### src/design/fetch_params.svh
/* widths and depth of the uncached fetch path
   FETCH_DEPTH must be a power of two, 2 or more; FETCH_TAG_W is log2 of FETCH_NPARCEL */
`ifndef FETCH_PARAMS_SVH
`define FETCH_PARAMS_SVH

// datapath
`define FETCH_XLEN     32   // data and address width
`define FETCH_PARCEL   16   // parcel width
`define FETCH_NPARCEL  2    // parcels per bus word
`define FETCH_TAG_W    1    // halfword offset carried as bus tag

// queueing
`define FETCH_DEPTH    2    // outstanding bus reads, 2 or 4

// features
`define FETCH_HAS_RVC  1    // 1 lets a fetch start on a halfword
`define FETCH_CNT_W    16   // status counter width

`endif

### src/design/fetch_pkg.sv
/* shared types of the fetch subsystem
   field order inside each struct is fixed; the bench relies on it */
`include "fetch_params.svh"

package fetch_pkg;

  //////////////////////////////
  // bus attributes
  //////////////////////////////
  typedef struct packed {
    logic instr;      // always an instruction fetch here
    logic priv;       // privileged access
    logic cacheable;  // region may be cached
  } fetch_prot_t;

  // request from core into the bus interface unit
  typedef struct packed {
    logic [`FETCH_XLEN-1:0]  addr;  // word aligned
    logic [`FETCH_TAG_W-1:0] tag;   // halfword offset of the fetch start
    fetch_prot_t             prot;
  } biu_req_t;

  // reply, one cycle per word
  typedef struct packed {
    logic [`FETCH_XLEN-1:0]  data;
    logic [`FETCH_XLEN-1:0]  addr;  // echoed request address
    logic [`FETCH_TAG_W-1:0] tag;   // echoed tag
    logic                    ack;
    logic                    err;
  } biu_rsp_t;

  // parcel word handed back to the cpu
  typedef struct packed {
    logic [`FETCH_XLEN-1:0]    pc;
    logic [`FETCH_XLEN-1:0]    data;
    logic [`FETCH_NPARCEL-1:0] valid;  // one bit per halfword
    logic                      err;
  } parcel_t;

  // steering from the config block
  typedef struct packed {
    logic        fetch_en;
    fetch_prot_t prot;
  } fetch_cfg_t;

  //////////////////////////////
  // encodings
  //////////////////////////////
  typedef enum logic {
    CFG_READ  = 1'b0,
    CFG_WRITE = 1'b1
  } cfg_op_e;

  typedef enum logic [1:0] {
    REG_CTRL    = 2'd0,  // bit 0 fetch enable
    REG_PROT    = 2'd1,  // bits 2:0 prot
    REG_PARCELS = 2'd2,  // delivered parcel words, read only
    REG_ERRORS  = 2'd3   // bus error parcels, read only
  } cfg_reg_e;

  typedef enum logic [1:0] {
    MEM_IDLE    = 2'd0,
    MEM_REQ     = 2'd1,
    MEM_RELEASE = 2'd2
  } mem_state_e;

endpackage

### src/design/fetch_nocache_core.sv
/* cpu side of the uncached fetch, no registers in the data path
   with FETCH_HAS_RVC at 0 a halfword pc is fetched as its aligned word */
`include "fetch_params.svh"

module fetch_nocache_core (
  input  logic                       clk_i,
  input  logic                       rst_ni,
  // cpu side
  input  logic [`FETCH_XLEN-1:0]     if_nxt_pc_i,
  input  logic                       if_req_i,
  output logic                       if_ack_o,
  input  logic                       if_flush_i,
  output fetch_pkg::parcel_t         parcel_o,
  // config block
  input  fetch_pkg::fetch_cfg_t      cfg_i,
  // bus interface unit
  output logic                       biu_stb_o,
  input  logic                       biu_stb_ack_i,
  output fetch_pkg::biu_req_t        biu_req_o,
  input  fetch_pkg::biu_rsp_t        biu_rsp_i
);

  // enough to hold FETCH_DEPTH outstanding reads
  localparam int unsigned CNT_W = $clog2(`FETCH_DEPTH) + 1;

  //////////////////////////////
  // signals
  //////////////////////////////
  logic             flush_dly_q;  // flush seen last cycle
  logic [CNT_W-1:0] inflight_q;   // strobes accepted, reply not yet seen
  logic [CNT_W-1:0] discard_q;    // stale replies still to drop
  logic             stb_acc;      // strobe taken by the biu this cycle
  logic             rsp_hit;      // a reply arrives this cycle
  logic             rsp_show;     // reply may reach the cpu

  assign stb_acc = biu_stb_o & biu_stb_ack_i;
  assign rsp_hit = biu_rsp_i.ack | biu_rsp_i.err;

  //////////////////////////////
  // flush bookkeeping
  //////////////////////////////
  always_ff @(posedge clk_i or negedge rst_ni)
  begin
    if (!rst_ni)
      flush_dly_q <= 1'b0;
    else
      flush_dly_q <= if_flush_i;
  end

  always_ff @(posedge clk_i or negedge rst_ni)
  begin
    if (!rst_ni)
      inflight_q <= '0;
    else
    begin
      case ({stb_acc, rsp_hit})
        2'b10:   inflight_q <= inflight_q + 1'b1;
        2'b01:   inflight_q <= inflight_q - 1'b1;
        default: ;  // none or both, count unchanged
      endcase
    end
  end

  // on flush every owed reply becomes stale
  // a reply landing in the flush cycle is already one of them
  always_ff @(posedge clk_i or negedge rst_ni)
  begin
    if (!rst_ni)
      discard_q <= '0;
    else if (if_flush_i)
    begin
      if (rsp_hit && (inflight_q != '0))
        discard_q <= inflight_q - 1'b1;
      else
        discard_q <= inflight_q;
    end
    else if (rsp_hit && (discard_q != '0))
      discard_q <= discard_q - 1'b1;  // drop one stale reply
  end

  //////////////////////////////
  // to the cpu
  //////////////////////////////
  assign if_ack_o = cfg_i.fetch_en & biu_stb_ack_i & ~if_flush_i;  // cpu may advance pc

  assign rsp_show = ~(if_flush_i | flush_dly_q) & (discard_q == '0);

  always_comb
  begin
    // pc rebuilt from word address plus halfword offset
    parcel_o.pc    = {biu_rsp_i.addr[`FETCH_XLEN-1:`FETCH_TAG_W+1], biu_rsp_i.tag, 1'b0};
    parcel_o.data  = biu_rsp_i.data;
    parcel_o.valid = '0;
    if (rsp_show && biu_rsp_i.ack)
      parcel_o.valid = {`FETCH_NPARCEL{1'b1}} << biu_rsp_i.tag;  // skip leading halfwords
    parcel_o.err   = rsp_show & biu_rsp_i.err;
  end

  //////////////////////////////
  // to the bus interface unit
  //////////////////////////////
  assign biu_stb_o = cfg_i.fetch_en & ~if_flush_i & if_req_i;  // never strobe while flushing

  always_comb
  begin
    biu_req_o.addr = {if_nxt_pc_i[`FETCH_XLEN-1:`FETCH_TAG_W+1], {(`FETCH_TAG_W+1){1'b0}}};
    biu_req_o.tag  = (`FETCH_HAS_RVC != 0) ? if_nxt_pc_i[1 +: `FETCH_TAG_W] : '0;
    biu_req_o.prot = cfg_i.prot;
  end

endmodule

### src/design/fetch_biu.sv
/* queues up to FETCH_DEPTH reads and runs them one at a time on a four-phase port
   an entry leaves the queue when its memory ack is seen; replies stay in order */
`include "fetch_params.svh"

module fetch_biu (
  input  logic                     clk_i,
  input  logic                     rst_ni,
  // core side
  input  logic                     stb_i,
  output logic                     stb_ack_o,
  input  fetch_pkg::biu_req_t      req_i,
  output fetch_pkg::biu_rsp_t      rsp_o,
  // memory port
  output logic                     mem_req_o,
  output logic [`FETCH_XLEN-1:0]   mem_addr_o,
  output fetch_pkg::fetch_prot_t   mem_prot_o,
  input  logic                     mem_ack_i,
  input  logic [`FETCH_XLEN-1:0]   mem_rdata_i,
  input  logic                     mem_err_i
);

  localparam int unsigned PTR_W = $clog2(`FETCH_DEPTH);
  localparam int unsigned CNT_W = PTR_W + 1;
  localparam logic [CNT_W-1:0] DEPTH_C = CNT_W'(`FETCH_DEPTH);

  //////////////////////////////
  // signals
  //////////////////////////////
  fetch_pkg::biu_req_t       fifo_q [`FETCH_DEPTH];  // request storage
  fetch_pkg::biu_req_t       head;                   // oldest entry, drives the port
  logic [PTR_W-1:0]          wr_ptr_q;
  logic [PTR_W-1:0]          rd_ptr_q;
  logic [CNT_W-1:0]          count_q;
  logic                      full;
  logic                      push;
  logic                      pop;
  logic                      pending;  // work for the sequencer
  fetch_pkg::mem_state_e     state_q;
  fetch_pkg::mem_state_e     state_d;

  logic [`FETCH_XLEN-1:0]    rsp_data_q;
  logic [`FETCH_XLEN-1:0]    rsp_addr_q;
  logic [`FETCH_TAG_W-1:0]   rsp_tag_q;
  logic                      rsp_ack_q;
  logic                      rsp_err_q;

  //////////////////////////////
  // request queue
  //////////////////////////////
  assign full      = (count_q == DEPTH_C);
  assign stb_ack_o = ~full;               // same-cycle accept while there is room
  assign push      = stb_i & ~full;
  assign pop       = (state_q == fetch_pkg::MEM_REQ) & mem_ack_i;  // transfer done
  assign pending   = (count_q != '0) | push;
  assign head      = fifo_q[rd_ptr_q];

  always_ff @(posedge clk_i)
  begin
    if (push)
      fifo_q[wr_ptr_q] <= req_i;
  end

  always_ff @(posedge clk_i or negedge rst_ni)
  begin
    if (!rst_ni)
    begin
      wr_ptr_q <= '0;
      rd_ptr_q <= '0;
      count_q  <= '0;
    end
    else
    begin
      if (push)
        wr_ptr_q <= wr_ptr_q + 1'b1;  // power-of-two depth wraps by itself
      if (pop)
        rd_ptr_q <= rd_ptr_q + 1'b1;
      case ({push, pop})
        2'b10:   count_q <= count_q + 1'b1;
        2'b01:   count_q <= count_q - 1'b1;
        default: ;
      endcase
    end
  end

  //////////////////////////////
  // memory sequencer
  //////////////////////////////
  always_comb
  begin
    state_d = state_q;
    case (state_q)
      fetch_pkg::MEM_IDLE:
        if (pending)
          state_d = fetch_pkg::MEM_REQ;      // req rises next cycle
      fetch_pkg::MEM_REQ:
        if (mem_ack_i)
          state_d = fetch_pkg::MEM_RELEASE;  // data sampled, drop req
      fetch_pkg::MEM_RELEASE:
        if (!mem_ack_i)
          state_d = pending ? fetch_pkg::MEM_REQ : fetch_pkg::MEM_IDLE;
      default:
        state_d = fetch_pkg::MEM_IDLE;
    endcase
  end

  always_ff @(posedge clk_i or negedge rst_ni)
  begin
    if (!rst_ni)
      state_q <= fetch_pkg::MEM_IDLE;
    else
      state_q <= state_d;
  end

  assign mem_req_o  = (state_q == fetch_pkg::MEM_REQ);
  assign mem_addr_o = head.addr;  // stable until the entry pops
  assign mem_prot_o = head.prot;

  //////////////////////////////
  // response register
  //////////////////////////////
  always_ff @(posedge clk_i or negedge rst_ni)
  begin
    if (!rst_ni)
    begin
      rsp_ack_q <= 1'b0;
      rsp_err_q <= 1'b0;
    end
    else
    begin
      rsp_ack_q <= pop & ~mem_err_i;  // single cycle pulse
      rsp_err_q <= pop & mem_err_i;
    end
  end

  always_ff @(posedge clk_i)
  begin
    if (pop)
    begin
      rsp_data_q <= mem_rdata_i;
      rsp_addr_q <= head.addr;
      rsp_tag_q  <= head.tag;
    end
  end

  assign rsp_o = '{data: rsp_data_q, addr: rsp_addr_q, tag: rsp_tag_q,
                   ack: rsp_ack_q, err: rsp_err_q};

endmodule

### src/design/fetch_cfg_regs.sv
/* host registers beside the fetch core, one access per four-phase handshake
   status counters saturate and ignore writes */
`include "fetch_params.svh"

module fetch_cfg_regs (
  input  logic                     clk_i,
  input  logic                     rst_ni,
  // host port
  input  logic                     cfg_req_i,
  input  fetch_pkg::cfg_op_e       cfg_op_i,
  input  fetch_pkg::cfg_reg_e      cfg_addr_i,
  input  logic [`FETCH_XLEN-1:0]   cfg_wdata_i,
  output logic                     cfg_ack_o,
  output logic [`FETCH_XLEN-1:0]   cfg_rdata_o,
  // fetch core
  input  fetch_pkg::parcel_t       parcel_i,
  output fetch_pkg::fetch_cfg_t    cfg_o
);

  //////////////////////////////
  // signals
  //////////////////////////////
  logic                      fetch_en_q;
  fetch_pkg::fetch_prot_t    prot_q;
  logic [`FETCH_CNT_W-1:0]   parcel_cnt_q;
  logic [`FETCH_CNT_W-1:0]   error_cnt_q;
  logic                      ack_q;
  logic                      hs_start;   // new request seen, ack still low
  logic [`FETCH_XLEN-1:0]    rdata_d;
  logic [`FETCH_XLEN-1:0]    rdata_q;

  assign hs_start = cfg_req_i & ~ack_q;

  //////////////////////////////
  // four-phase responder
  //////////////////////////////
  always_ff @(posedge clk_i or negedge rst_ni)
  begin
    if (!rst_ni)
      ack_q <= 1'b0;
    else if (hs_start)
      ack_q <= 1'b1;   // one cycle after req
    else if (!cfg_req_i)
      ack_q <= 1'b0;   // release once host drops req
  end

  always_comb
  begin
    rdata_d = '0;
    case (cfg_addr_i)
      fetch_pkg::REG_CTRL:    rdata_d[0]   = fetch_en_q;
      fetch_pkg::REG_PROT:    rdata_d[2:0] = prot_q;
      fetch_pkg::REG_PARCELS: rdata_d      = `FETCH_XLEN'(parcel_cnt_q);
      fetch_pkg::REG_ERRORS:  rdata_d      = `FETCH_XLEN'(error_cnt_q);
      default:                rdata_d      = '0;
    endcase
  end

  always_ff @(posedge clk_i)
  begin
    if (hs_start)
      rdata_q <= rdata_d;  // held for the whole ack phase
  end

  assign cfg_ack_o   = ack_q;
  assign cfg_rdata_o = rdata_q;

  //////////////////////////////
  // control registers
  //////////////////////////////
  always_ff @(posedge clk_i or negedge rst_ni)
  begin
    if (!rst_ni)
    begin
      fetch_en_q <= 1'b0;  // fetch held off until the host enables it
      prot_q     <= '{instr: 1'b1, priv: 1'b0, cacheable: 1'b0};
    end
    else if (hs_start && (cfg_op_i == fetch_pkg::CFG_WRITE))
    begin
      case (cfg_addr_i)
        fetch_pkg::REG_CTRL: fetch_en_q <= cfg_wdata_i[0];
        fetch_pkg::REG_PROT: prot_q     <= fetch_pkg::fetch_prot_t'(cfg_wdata_i[2:0]);
        default:             ;  // status registers are read only
      endcase
    end
  end

  assign cfg_o = '{fetch_en: fetch_en_q, prot: prot_q};

  //////////////////////////////
  // status counters
  //////////////////////////////
  always_ff @(posedge clk_i or negedge rst_ni)
  begin
    if (!rst_ni)
    begin
      parcel_cnt_q <= '0;
      error_cnt_q  <= '0;
    end
    else
    begin
      if ((|parcel_i.valid) && (parcel_cnt_q != '1))
        parcel_cnt_q <= parcel_cnt_q + 1'b1;  // one per delivered word
      if (parcel_i.err && (error_cnt_q != '1))
        error_cnt_q <= error_cnt_q + 1'b1;
    end
  end

endmodule

### src/design/fetch_top.sv
/* uncached instruction fetch path: core, bus interface unit and config block
   fetch stays off after reset until the host sets REG_CTRL bit 0 */
`include "fetch_params.svh"

module fetch_top (
  input  logic                     clk_i,
  input  logic                     rst_ni,
  // cpu side
  input  logic [`FETCH_XLEN-1:0]   if_nxt_pc_i,
  input  logic                     if_req_i,
  output logic                     if_ack_o,
  input  logic                     if_flush_i,
  output fetch_pkg::parcel_t       if_parcel_o,
  // memory port
  output logic                     mem_req_o,
  output logic [`FETCH_XLEN-1:0]   mem_addr_o,
  output fetch_pkg::fetch_prot_t   mem_prot_o,
  input  logic                     mem_ack_i,
  input  logic [`FETCH_XLEN-1:0]   mem_rdata_i,
  input  logic                     mem_err_i,
  // host port
  input  logic                     cfg_req_i,
  input  fetch_pkg::cfg_op_e       cfg_op_i,
  input  fetch_pkg::cfg_reg_e      cfg_addr_i,
  input  logic [`FETCH_XLEN-1:0]   cfg_wdata_i,
  output logic                     cfg_ack_o,
  output logic [`FETCH_XLEN-1:0]   cfg_rdata_o
);

  //////////////////////////////
  // internal wiring
  //////////////////////////////
  logic                    biu_stb;      // core strobe
  logic                    biu_stb_ack;  // queue has room
  fetch_pkg::biu_req_t     biu_req;
  fetch_pkg::biu_rsp_t     biu_rsp;
  fetch_pkg::fetch_cfg_t   fetch_cfg;    // enable and prot to the core

  fetch_nocache_core u_core (
    .clk_i         (clk_i),
    .rst_ni        (rst_ni),
    .if_nxt_pc_i   (if_nxt_pc_i),
    .if_req_i      (if_req_i),
    .if_ack_o      (if_ack_o),
    .if_flush_i    (if_flush_i),
    .parcel_o      (if_parcel_o),
    .cfg_i         (fetch_cfg),
    .biu_stb_o     (biu_stb),
    .biu_stb_ack_i (biu_stb_ack),
    .biu_req_o     (biu_req),
    .biu_rsp_i     (biu_rsp)
  );

  fetch_biu u_biu (
    .clk_i       (clk_i),
    .rst_ni      (rst_ni),
    .stb_i       (biu_stb),
    .stb_ack_o   (biu_stb_ack),
    .req_i       (biu_req),
    .rsp_o       (biu_rsp),
    .mem_req_o   (mem_req_o),
    .mem_addr_o  (mem_addr_o),
    .mem_prot_o  (mem_prot_o),
    .mem_ack_i   (mem_ack_i),
    .mem_rdata_i (mem_rdata_i),
    .mem_err_i   (mem_err_i)
  );

  // counters watch the same parcels the cpu receives
  fetch_cfg_regs u_cfg (
    .clk_i       (clk_i),
    .rst_ni      (rst_ni),
    .cfg_req_i   (cfg_req_i),
    .cfg_op_i    (cfg_op_i),
    .cfg_addr_i  (cfg_addr_i),
    .cfg_wdata_i (cfg_wdata_i),
    .cfg_ack_o   (cfg_ack_o),
    .cfg_rdata_o (cfg_rdata_o),
    .parcel_i    (if_parcel_o),
    .cfg_o       (fetch_cfg)
  );

endmodule

### config.mk
export PLATFORM = sky130hd
export DESIGN_NAME = fetch_top
export DESIGN_NICKNAME = d
export VERILOG_FILES = /design/src/design/fetch_pkg.sv /design/src/design/fetch_nocache_core.sv /design/src/design/fetch_biu.sv /design/src/design/fetch_cfg_regs.sv /design/src/design/fetch_top.sv
export VERILOG_INCLUDE_DIRS = /design/src /design/src/design
export SDC_FILE = /design/constraint.sdc
export NUM_CORES = 1
export LEC_CHECK = 0
export CAP_MARGIN = 25
export CORE_UTILIZATION = 63
export DETAILED_ROUTE_END_ITERATION = 6
export DONT_BUFFER_PORTS = 1
export PLACE_DENSITY_LB_ADDON = 0.1
export SLEW_MARGIN = 10
export SYNTH_ARGS = -nofsm -noshare
export SYNTH_HDL_FRONTEND = slang
export SYNTH_SLANG_ARGS = --single-unit
### constraint.sdc
create_clock -name clk_i -period 3.85 [get_ports clk_i]
set_input_delay 0.1925 -clock clk_i [delete_from_list [all_inputs] [get_ports clk_i]]
set_output_delay 0.1925 -clock clk_i [all_outputs]
set_load 0.02 [all_outputs]
After elaboration in Yosys (flattened, before gate mapping) --
Memories as Yosys holds them, arrays and structs flattened. Index checks and enable logic that the tools add are counted.
Word-level totals: register bits after elaboration 147, bits in writable memories 68, bits of input ports 106, output and inout bits 137, word-level logic and storage cells 103, memories 1
Memories:
- u_biu.fifo_q | depth 2, width 34, rd ports 1, clocked after memory_dff 0, wr ports 1, RTL line fetch_biu.sv:29 | fetch_pkg::biu_req_t fifo_q [`FETCH_DEPTH];
Operators by class: add/sub/neg operators 9, eq/ne operators 16, shift-type cells 1, multiplexer cells 18, bitwise logic cells 19, reductions and logical operators 19
Operators by type and width (number):
- 16-bit by 1-bit adder with 16-bit output, second input constant | 2
- 16-bit != test, second input constant | 2
- 13-bit one-hot mux with 2 select lines | 1
- 2-bit 2-to-1 mux | 7
- 2-bit == test, second input constant | 6
- 2-bit one-hot mux with 3 select lines | 2
- 2-bit nonzero test | 6
- 1-bit AND | 11
- 2-bit by 1-bit == test with 1-bit output, second input constant | 4
- 2-bit one-hot mux with 2 select lines | 2
- 1-bit logical AND | 6
- 2-bit logical NOT | 3
- 2-bit by 1-bit != test with 1-bit output, second input constant | 3
- 2-bit by 1-bit subtractor with 2-bit output, second input constant | 3
- 1-bit 2-to-1 mux | 5
- 1-bit inverter | 5
- 2-bit by 1-bit adder with 2-bit output, second input constant | 2
- 1-bit one-hot mux with 4 select lines | 1
- 2-bit AND reduction | 2
- 1-bit bitwise OR | 3
- 3-bit AND reduction | 1
- 1-bit adder, second input constant | 2
- 2-bit != test, second input constant | 1
- 2-bit OR reduction | 1
- 2-bit by 1-bit << shifter with 2-bit output, first input constant | 1

Logic depth before layout (Yosys ltp) --
Gate-level depths: netlist of run 1.
word-level depth 8, gate-level depth with buffers 7, depth with buffers taken out 7

Cells and area by module --
Synthesis of run 1 repeated with hierarchy kept, for this count alone.
Second synthesis, totals: cell total of the unflattened synthesis 617, area total of the unflattened synthesis 9019.9 um^2
By module, submodules not included:
- fetch_biu | instances 1, cells each 248, area each 5205.0 um^2, sequential area each 4314.1 um^2
- fetch_cfg_regs | instances 1, cells each 235, area each 2717.6 um^2, sequential area each 1407.6 um^2
- fetch_nocache_core | instances 1, cells each 134, area each 1097.3 um^2, sequential area each 125.1 um^2

Worst setup path before layout of run 1 --
OpenSTA, ideal clock, no wires.
path type reg2reg, start reg u_biu.count_q[1], end mem u_biu.fifo_q[0][0] in the netlist's numbering (enable), setup time 425 ps, arrival time 2912 ps, data required time 3425 ps, path slack 513 ps, stages on the path, launching flop included 5, buffers on the path 0, period minus slack after synthesis 3337 ps, path through dfrtp_1 > nor2b_1 > nor3b_1 > nand2_1 > nor2_1
Between the ends: word-level cells in the longest chain between the ends 5
RTL lines:
- start, declared | RTL line fetch_biu.sv:33 | logic [CNT_W-1:0] count_q;
- start signal, assigned | RTL line fetch_biu.sv:78 | 2'b10: count_q <= count_q + 1'b1;
- start signal, assigned | RTL line fetch_biu.sv:79 | 2'b01: count_q <= count_q - 1'b1;
- 2-bit == test | RTL line fetch_biu.sv:50 | assign full = (count_q == DEPTH_C);
- 1-bit inverter | RTL line fetch_biu.sv:52 | assign push = stb_i & ~full;
- 1-bit AND | RTL line fetch_biu.sv:52
- 1-bit 2-to-1 mux | RTL line fetch_biu.sv:59 | if (push)
- 1-bit 2-to-1 mux (not written as such) | RTL line fetch_biu.sv:60 | fifo_q[wr_ptr_q] <= req_i;
- end, declared | RTL line fetch_biu.sv:29
No other way between the ends.

Final worst setup path of run 1 --
start reg u_biu.rd_ptr_q, end out mem_addr_o[12]
Between the ends: word-level cells in the longest chain between the ends 1
RTL lines:
- start, declared | RTL line fetch_biu.sv:32 | logic [PTR_W-1:0] rd_ptr_q;
- start signal, assigned | RTL line fetch_biu.sv:76 | rd_ptr_q <= rd_ptr_q + 1'b1;
- memory 2 x 34 bit
- end, declared | RTL line fetch_top.sv:16 | output logic [`FETCH_XLEN-1:0] mem_addr_o,
No other way between the ends.

==> results of run 1 <==
-- power groups by stage --
stage	Sequential, W	Combinational [W]	Clock (W)
finish	0.00301	0.000921	0.00175
global route	0.00304	0.000989	0.00185
CTS	0.00301	0.000915	0.00176
detailed placement	0.00305	0.000826	0
global placement	0.00304	0.000800	0
floorplan	0.00297	0.000844	0
-- synth_stat cells, drive strengths merged (2+ instances only) --
master / number
ha: 6
nor2b: 18
inv: 9
mux2: 42
o21ai: 5
nor4b: 2
nand3: 6
dfrtp: 49
nand4bb: 2
nor3: 10
xnor2: 18
and3: 6
clkbuf: 9
nand2: 13
buf: 56
a21oi: 5
mux2i: 14
nand4: 13
xor2: 19
and4: 3
nor2: 11
o2111ai: 2
nor3b: 6
edfxtp: 147
o21a: 3
a22o: 2
-- through the flow --
stage | setup WS [ns] | power, W | cells | area (um^2)
2_1_floorplan | 0.513 | 0.00381 | 508 | 7980
3_3_place_gp | 1.58 | 0.00384 | 615 | 7780
3_5_place_dp | 1.59 | 0.00388 | 615 | 7780
4_1_cts | 1.54 | 0.00568 | 721 | 9130
5_1_grt | 1.38 | 0.00588 | 722 | 9140
6_report | 1.53 | 0.00568 | 722 | 9140
-- worst max-delay path: cells and delay by family, from the launching register on --
family	cells	cell delay, ns
buffers and inverters	1	0.41
DFF	1	0.83
muxes	1	0.46
-- worst paths after layout --
check,to,slack (ns),cells past startpoint
worst max-delay path,mem_addr_o[12],1.53,2
worst min-delay path,u_cfg.cfg_rdata_o[5]$_DFFE_PN_,0.01,1
worst max register to register,u_biu.rsp_data_q[13]$_DFFE_PP_,1.57,4
worst min register to register,u_cfg.parcel_cnt_q[4]$_DFFE_PN0P_,0.49,1
max in group asynchronous,u_cfg.cfg_o[2]$_DFFE_PN1P_,3.29,2
min in group asynchronous,u_cfg.parcel_cnt_q[9]$_DFFE_PN0P_,0.27,2
-- per-layer routing --
| metal | track usage (%) | up-vias | share of wire, % |
|---|---|---|---|
| met3 | 7.52 | 17 | 7.1 |
| met5 | 0 | - | 0 |
| met2 | 40.7 | 188 | 52 |
| met1 | 28.4 | 2020 | 40 |
| li1 | - | 1821 | - |
| met4 | 8.40 | 0 | 1.4 |
-- what timing repair did --
item / CTS / global route
endpoints found under the hold margin: 165 / 1
resized for setup: 0 / 0
hold buffers: 74 / 1
-- cell type report --
class                           count  area, um^2
Inverter                           10        37.5
Sequential cell                   197        5670
Timing Repair Buffer               79         798
Multi-Input combinational cell    236        1840
Clock buffer                       17         425
Tap cell                          168         210
Clock inverter                     15         164
Fill cell                         764        2970
-- logic make-up (layout without fill, tap and decap cells) --
family,Yosys count,in the layout,share of synthesized area [%]
compound gates,19,19,1.63
xor+xnor,37,37,4.09
fa+ha+maj,7,7,1.08
buf+inv,75,121,6.10
flops,197,197,71.6
mux,57,57,8.03
other cells,1,19,0.0474
simple gates,97,97,7.42
-- registers in the layout (all words and copies together), names as in the netlist --
register / cells
u_biu.rsp_addr_q: 30
u_biu.fifo_q: 68
u_cfg.cfg_o: 3
u_core.flush_dly_q: 1
u_biu.rsp_ack_q: 1
u_biu.rd_ptr_q: 1
u_core.inflight_q: 2
u_biu.count_q: 2
u_cfg.cfg_rdata_o: 16
u_cfg.error_cnt_q: 16
u_core.discard_q: 2
u_cfg.fetch_en_q: 1
u_biu.wr_ptr_q: 1
u_biu.rsp_data_q: 32
u_biu.state_q: 2
u_biu.rsp_err_q: 1
u_biu.rsp_tag_q: 1
u_cfg.parcel_cnt_q: 16
u_cfg.cfg_ack_o: 1
==> impl_metrics.csv, run 1 <==
group,metric,value,unit
global_routing,grt_use_total,23.7,%
setup_path,cp-start-kind,"flip-flop",
yosys,synthTopCellsByArea,"edfxtp_1, dfrtp_1, mux2_2, buf_4, xor2_1",
flow_run,cap_viol_max_count,0,
sta,relSlewSlack,34.1,%
die,dieArea,13000,um^2
drt,routed_wl,15.1,mm
sta,tns,0,ns
drt,viasPerCell,5.60,
sta,finalHoldViolations,0,
die,die_h,114,um
pwr,comb_power_share,16.2,%
pwr,powerDensity,622,nW/um^2
die,ios,243,
drt,wl_per_cell,20.9,um
pwr,pwr-share-clk,30.8,%
sta,fin_skew,0.0102,ns
final_layout,nets,653,
global_routing,antenna_found_initial,0,
yosys,synth_warnings,0,
pwr,switching_share,30.7,%
drt,vias,4046,
global_routing,grt_max_degree,64,
yosys,seq_area_frac_synth,71.6,%
pwr,pwr-share-seq,53.0,%
setup_path,reg2reg_from,"u_biu.state_q[0]$_DFFE_PN0P_",
clocking,cts_root_buffer,"clkbuf_16",
global_routing,first_global_vias,3995,
die,rows,40,
sta,worst_pin_slew,0.986,ns
final_layout,final_util,75.5,%
yosys,synth_top_area_share,55.8,%
setup_path,critPathMaxStageDelay,0.83,ns
die,initial_core_util,65.3,%
clocking,cts.sinks,197,
setup_path,crit_path_start,"u_biu.rd_ptr_q$_DFFE_PN0P_",
sta,rsz0062_at_grt,"false",
sta,fin_crit_sh,60.2,%
yosys,synthFlopType,"edfxtp_1",
status,status,"finished clean",
clocking,clk-insertion-delay-late,0.43,ns
sta,period_minus_slack,2.32,ns
global_routing,grt-ovfl-total,0,
sta,holdWs,0.0117,ns
drt,drtAntennaViolNets,0,
setup_path,cp_max_fo,19,
clocking,clk_pin_slew,0.07,ns
place,detailed_place_hpwl,9.08,mm
min_path,hp-class,"in -> reg",
setup_path,crit_arrival,2.12,ns
final_layout,final_cell_mix,"edfxtp_1, dlygate4sd3_1, dfrtp_1",
setup_path,crit_slowest_cell,"dfrtp_1",
die,core,12100,um^2
clocking,clockBufferDepth,2,
setup_path,cp.required,3.66,ns
final_layout,drive_gt1_share,15.7,%
place,io_buffers,0,
drt,drtIter0Drc,297,
yosys,synthesis.area,7910,um^2
pwr,internal-power,0.00394,W
final_layout,area_delta_synth_final,15.5,%
pwr,netSwitchingPower,0.00175,W
min_path,hold_start,"cfg_addr_i[1]",
die,die_w,114,um
final_layout,final_common_cell,"edfxtp_1",
clocking,cts_buffers,17,
yosys,syn_avg_cell_area,16.2,um^2
setup_path,endpoint_kind,"output port",
yosys,async_flop_share,25.4,%
global_routing,grt_pass1_wl,22.2,mm
pwr,p_leak,3.44,nW
final_layout,n_antenna_cell,0,
yosys,synth_edf_count,147,
sta,drv_slew,0,
setup_path,worstSetupPathType,"reg -> out",
clocking,postCtsSetupRepairBufs,0,
drt,drcViolationCount,0,
yosys,ys_ff_latch,197,
yosys,synthCells,490,
place,gp_congestion,0.830,
yosys,ys_types,47,
setup_path,path_cells,"buf_4, mux2_2",
sta,fmax,432,MHz
sta,report.final.setup_viol,0,
drt,dr.pass1.iters,4,
yosys,yosysTopAreaCell,"edfxtp_1",
pwr,ir_worst_vdd,0.371,mV
clocking,cts_tree,"done",
clocking,htree_levels,4,
Note: power is estimated with default switching activity, not from simulation.
==> inputs of run 2 (changes only) <==
--- a/config.mk
+++ b/config.mk
@@ -7,7 +7,7 @@
 export NUM_CORES = 1
 export LEC_CHECK = 0
 export CAP_MARGIN = 25
-export CORE_UTILIZATION = 63
+export CORE_UTILIZATION = 57
 export DETAILED_ROUTE_END_ITERATION = 6
 export DONT_BUFFER_PORTS = 1
 export PLACE_DENSITY_LB_ADDON = 0.1
==> constraint.sdc (replaced) <==
create_clock -name clk_i -period 1.9 [get_ports clk_i]
set_input_delay 0.095 -clock clk_i [delete_from_list [all_inputs] [get_ports clk_i]]
set_output_delay 0.095 -clock clk_i [all_outputs]
set_load 0.02 [all_outputs]
==> impl_metrics.csv, run 2 (synthesis results as in run 1) <==
group,metric,value,unit
sta,drv_slew,0,
setup_path,crit_arrival,1.73,ns
flow_run,cap_viol_max_count,0,
drt,wl_per_cell,19.1,um
global_routing,antenna_found_initial,0,
place,detailed_place_hpwl,9.85,mm
final_layout,area_delta_synth_final,22.3,%
sta,tns,0,ns
setup_path,reg2reg_depth,4,
sta,rsz0062_at_grt,"false",
drt,vias,4181,
min_path,hold_path_depth,2,
clocking,cts_buffers,17,
die,core,13400,um^2
clocking,clk_pin_slew,0.07,ns
min_path,hold_start,"cfg_addr_i[0]",
final_layout,final_cells,782,
drt,viasPerCell,5.35,
min_path,hp-class,"in -> reg",
sta,report.final.setup_viol,0,
die,initial_core_util,59.1,%
global_routing,grt-ovfl-total,0,
drt,drcViolationCount,0,
sta,fin_skew,0.0109,ns
place,dpl_cell_area,8270,um^2
clocking,htree_levels,4,
sta,finalHoldViolations,0,
final_layout,final_area,9680,um^2
final_layout,final_common_cell,"edfxtp_1",
die,die_h,120,um
global_routing,grt_pass1_wl,23.4,mm
final_layout,n_antenna_cell,0,
sta,holdWs,0.00559,ns
sta,relSlewSlack,35.1,%
drt,drtIter0Drc,318,
sta,period_minus_slack,1.83,ns
final_layout,regMostFlops,"u_biu.fifo_q",
place,io_buffers,0,
clocking,clockBufferDepth,2,
setup_path,rrSetupSlack,0.12,ns
sta,worst_pin_slew,0.970,ns
final_layout,nets,705,
setup_path,endpoint_kind,"output port",
die,rows,42,
die,die_w,120,um
die,dieArea,14400,um^2
place,gp_congestion,0.799,
setup_path,cp-start-kind,"flip-flop",
setup_path,worstSetupPathType,"reg -> out",
setup_path,cp.required,1.80,ns
final_layout,final_util,72.2,%
pwr,ir_worst_vdd,0.676,mV
status,status,"finished clean",
setup_path,timing.rr.end,"u_cfg.error_cnt_q[7]$_DFFE_PN0P_",
global_routing,grt_max_degree,51,
setup_path,cp_max_fo,33,
drt,drtAntennaViolNets,0,
final_layout,final_cell_mix,"edfxtp_1, dlygate4sd3_1, buf_4",
clocking,cts_tree,"done",
sta,fmax,547,MHz
global_routing,first_global_vias,4208,
clocking,cts.sinks,197,
pwr,powerDensity,1240,nW/um^2
drt,routed_wl,15.0,mm
place,placedCellCount,673,
clocking,clk-insertion-delay-late,0.44,ns
die,ios,243,
min_path,hold_end,"u_cfg.cfg_o[0]$_DFFE_PN0P_",
pwr,p_leak,3.74,nW
final_layout,drive_gt1_share,23.9,%
final_layout,largest_reg_flops,68,
setup_path,reg2reg_from,"u_cfg.error_cnt_q[14]$_DFFE_PN0P_",
clocking,cts_root_buffer,"clkbuf_16",
drt,dr.pass1.iters,6,
final_layout,largestRegisters,"u_biu.fifo_q x68, u_biu.rsp_data_q x32, u_biu.rsp_addr_q x30",
global_routing,grt_use_total,22.2,%
sta,fin_crit_sh,96.2,%
==> run 2: what timing repair did <==
action,in CTS,in global routing
endpoints found under the hold margin,175,0
gates resized for setup,0,2
hold buffers,77,0
setup buffers,0,0
endpoints found under the setup margin,0,3
==> run 2: through the flow <==
stage,total power [W],setup slack [ns]
floorplan,0.00779,-0.437
global placement,0.00815,0.158
detailed placement,0.00824,0.131
CTS,0.0121,0.0729
global route,0.0125,0.000630
finish,0.0120,0.0718
==> run 2: how the worst max path moves through the flow <==
stage	slack [ns]	end	depth (start not counted)	startpoint
after floorplan	-0.44	u_biu.count_q[1]$_DFFE_PN0P_	7	u_biu.state_q[0]$_DFFE_PN0P_
after global placement	0.16	u_cfg.error_cnt_q[15]$_DFFE_PN0P_	7	u_core.discard_q[0]$_DFFE_PN0P_
after detailed placement	0.13	u_cfg.error_cnt_q[7]$_DFFE_PN0P_	4	u_cfg.error_cnt_q[14]$_DFFE_PN0P_
after CTS	0.07	mem_addr_o[13]	3	u_biu.rd_ptr_q$_DFFE_PN0P_
after global routing	0.0006	u_cfg.error_cnt_q[1]$_DFFE_PN0P_	5	u_cfg.error_cnt_q[1]$_DFFE_PN0P_
final	0.07	mem_addr_o[29]	3	u_biu.rd_ptr_q$_DFFE_PN0P_
==> run 2: metal layers <==
layer | wire, um | track usage [%]
met5 | 0 | 0
met4 | 235 | 8.28
met3 | 728 | 6.27
met2 | 7610 | 35.8
met1 | 6410 | 28.8
==> run 2: area by class of cell <==
type,count,area [um^2]
repair buffers,131,1240
fillers,887,3720
well taps,176,220
multi-input cells,236,1890
clock buffers,17,425
clock inverters,15,188
flip-flops and latches,197,5670
inverters,10,41.3
==> run 2: critical path, stage by stage (launching register included) <==
cell and delay (ns):
dfrtp_1 0.45, buf_12 0.25, mux2_2 0.41, buf_4 0.17
==> run 2: power by group <==
group,leakage (nW),total [W],internal [W],switching [W]
Combinational,1.42,0.00228,0.00105,0.00123
Sequential,2.02,0.00605,0.00537,0.000678
Clock,0.296,0.00367,0.00200,0.00167
Total,3.74,0.0120,0.00842,0.00358
==> inputs of run 3 (changes only) <==
--- a/config.mk
+++ b/config.mk
@@ -6,6 +6,7 @@
 export SDC_FILE = /design/constraint.sdc
 export NUM_CORES = 1
 export LEC_CHECK = 0
+export ABC_CLOCK_PERIOD_IN_PS = 1900
 export CAP_MARGIN = 25
 export CORE_UTILIZATION = 57
 export DETAILED_ROUTE_END_ITERATION = 6
==> constraint.sdc (replaced) <==
create_clock -name clk_i -period 1.9 [get_ports clk_i]
set_input_delay 0 -clock clk_i [delete_from_list [all_inputs] [get_ports clk_i]]
set_output_delay 0 -clock clk_i [all_outputs]
set_load 0.02 [all_outputs]
==> impl_metrics.csv, run 3 (synthesis results as in run 1) <==
group,metric,value,unit
status,status,"finished clean",
setup_path,worstSetupPathType,"reg -> reg",
setup_path,critPathMaxStageDelay,0.40,ns
drt,vias,4220,
sta,worst_pin_slew,0.991,ns
setup_path,crit_family,"simple AND/OR/NAND/NOR gates",
drt,dr.pass1.iters,4,
clocking,cts_root_buffer,"clkbuf_16",
sta,rsz0062_at_grt,"true",
die,ios,243,
final_layout,final_util,71.6,%
pwr,powerDensity,1200,nW/um^2
sta,drv_slew,0,
clocking,clk_pin_slew,0.07,ns
final_layout,nFillCells,871,
sta,fin_skew,0.00680,ns
global_routing,grt-ovfl-total,0,
die,dieArea,14400,um^2
final_layout,drive_gt1_share,23.5,%
final_layout,final_cells,780,
drt,drcViolationCount,0,
die,rows,42,
place,io_buffers,0,
final_layout,final_cell_mix,"edfxtp_1, dlygate4sd3_1, dfrtp_1",
global_routing,antenna_found_initial,0,
drt,routed_wl,15.0,mm
sta,fin_crit_sh,95.0,%
pwr,p_total,0.0116,W
clocking,cts_tree,"done",
drt,drtIter0Drc,320,
die,die_w,120,um
clocking,postCtsSetupRepairBufs,0,
die,core,13400,um^2
final_layout,area_delta_synth_final,21.2,%
pwr,ir_worst_vdd,0.637,mV
final_layout,largest_reg_flops,68,
pwr,p_leak,3.67,nW
drt,drtAntennaViolNets,0,
place,placedCellCount,671,
setup_path,rrSetupSlack,0.09,ns
setup_path,cp.required,2.21,ns
clocking,cts.sinks,197,
clocking,cts_buffers,17,
place,gp_congestion,0.846,
die,die_h,120,um
sta,period_minus_slack,1.81,ns
final_layout,largestRegisters,"u_biu.fifo_q x68, u_biu.rsp_data_q x32, u_biu.rsp_addr_q x30",
min_path,hp-class,"in -> reg",
final_layout,nets,703,
place,pre_cts_ws,0.110,ns
setup_path,crit_slowest_cell,"dfrtp_1",
global_routing,grt_pass1_wl,23.0,mm
clocking,clk-insertion-delay-late,0.43,ns
drt,wl_per_cell,19.2,um
setup_path,path_cells,"inv_1, ha_1, nand4bb_1, buf_4, nor2_1, mux2_1",
final_layout,n_antenna_cell,0,
global_routing,grt_max_degree,64,
die,initial_core_util,59.1,%
place,detailed_place_hpwl,9.88,mm
clocking,htree_levels,4,
global_routing,grt_use_total,21.7,%
drt,viasPerCell,5.41,
setup_path,cp-start-kind,"flip-flop",
sta,tns,0,ns
sta,finalHoldViolations,0,
clocking,clockBufferDepth,2,
sta,fmax,554,MHz
sta,report.final.setup_viol,0,
final_layout,final_common_cell,"edfxtp_1",
setup_path,endpoint_kind,"flip-flop",
setup_path,crit_buf_inv,2,
setup_path,crit_arrival,2.11,ns
flow_run,cap_viol_max_count,0,
sta,relSlewSlack,33.7,%
global_routing,first_global_vias,4238,
final_layout,regMostFlops,"u_biu.fifo_q",
setup_path,cp_max_fo,4,
sta,setup_slack,0.0947,ns
==> run 3: cell count changes in the layout (fill, tap and decap cells not counted), moves of 2 or more <==
cell / delta
clkinvlp_4: +8
clkinv_4: -3
buf_4: -2
clkinv_8: -2
bufinv_16: -2
inv_6: -5
==> run 3: final timing paths <==
| path | startpoint | end | depth (start not counted) |
|---|---|---|---|
| min reg2reg | u_biu.count_q[1]$_DFFE_PN0P_ | u_biu.count_q[1]$_DFFE_PN0P_ | 1 |
| max | u_core.discard_q[0]$_DFFE_PN0P_ | u_cfg.error_cnt_q[1]$_DFFE_PN0P_ | 6 |
| max in group asynchronous | rst_ni | u_cfg.cfg_o[2]$_DFFE_PN1P_ | 2 |
| max reg2reg | u_core.discard_q[0]$_DFFE_PN0P_ | u_cfg.error_cnt_q[1]$_DFFE_PN0P_ | 6 |
| min in group asynchronous | rst_ni | u_cfg.parcel_cnt_q[14]$_DFFE_PN0P_ | 2 |
| min | cfg_req_i | u_cfg.cfg_rdata_o[0]$_DFFE_PN_ | 2 |
==> run 3: routing by layer <==
metal,global-route usage [%],up-vias,wire [um]
li1,-,1933,-
met1,27.2,2113,6370
met2,36.6,156,7700
met3,5.28,18,701
met4,8.28,0,224
met5,0,-,0
==> run 3: metrics by stage <==
| step | hold slack [ns] | area (um^2) |
|---|---|---|
| after CTS | 0.0325 | 9570 |
| after global placement | -0.294 | 8250 |
| after global routing | 0.0318 | 9590 |
| after floorplan | -0.296 | 8040 |
| after detailed placement | -0.294 | 8250 |
| final | 0.0483 | 9590 |
==> run 3: power by group <==
part           leakage (nW)  switching [W]  internal, W
Sequential             2.02       0.000685      0.00537
Clock                 0.233        0.00157      0.00168
Combinational          1.41        0.00122      0.00103
Total                  3.67        0.00348      0.00808
==> run 3: final cells by class <==
class                   count  area (um^2)  share of cell area [%]
clock buffers              18          429                    4.47
clock inverters            14          105                    1.10
inverters                  10         41.3                   0.430
multi-input cells         236         1900                    19.8
flip-flops and latches    197         5670                    59.1
well taps                 176          220                    2.30
repair buffers            129         1230                    12.8
==> run 3: worst register-to-register path: stages, from the launching register on <==
cell	delay, ns
dfrtp_1	0.40
inv_1	0.06
ha_1	0.19
nand4bb_1	0.26
buf_4	0.24
nor2_1	0.18
mux2_1	0.35
==> run 3: timing repair <==
item	CTS	global route
hold buffers	77	0
gates resized for setup	0	3
setup endpoints to repair	0	2
hold endpoints to repair	176	0
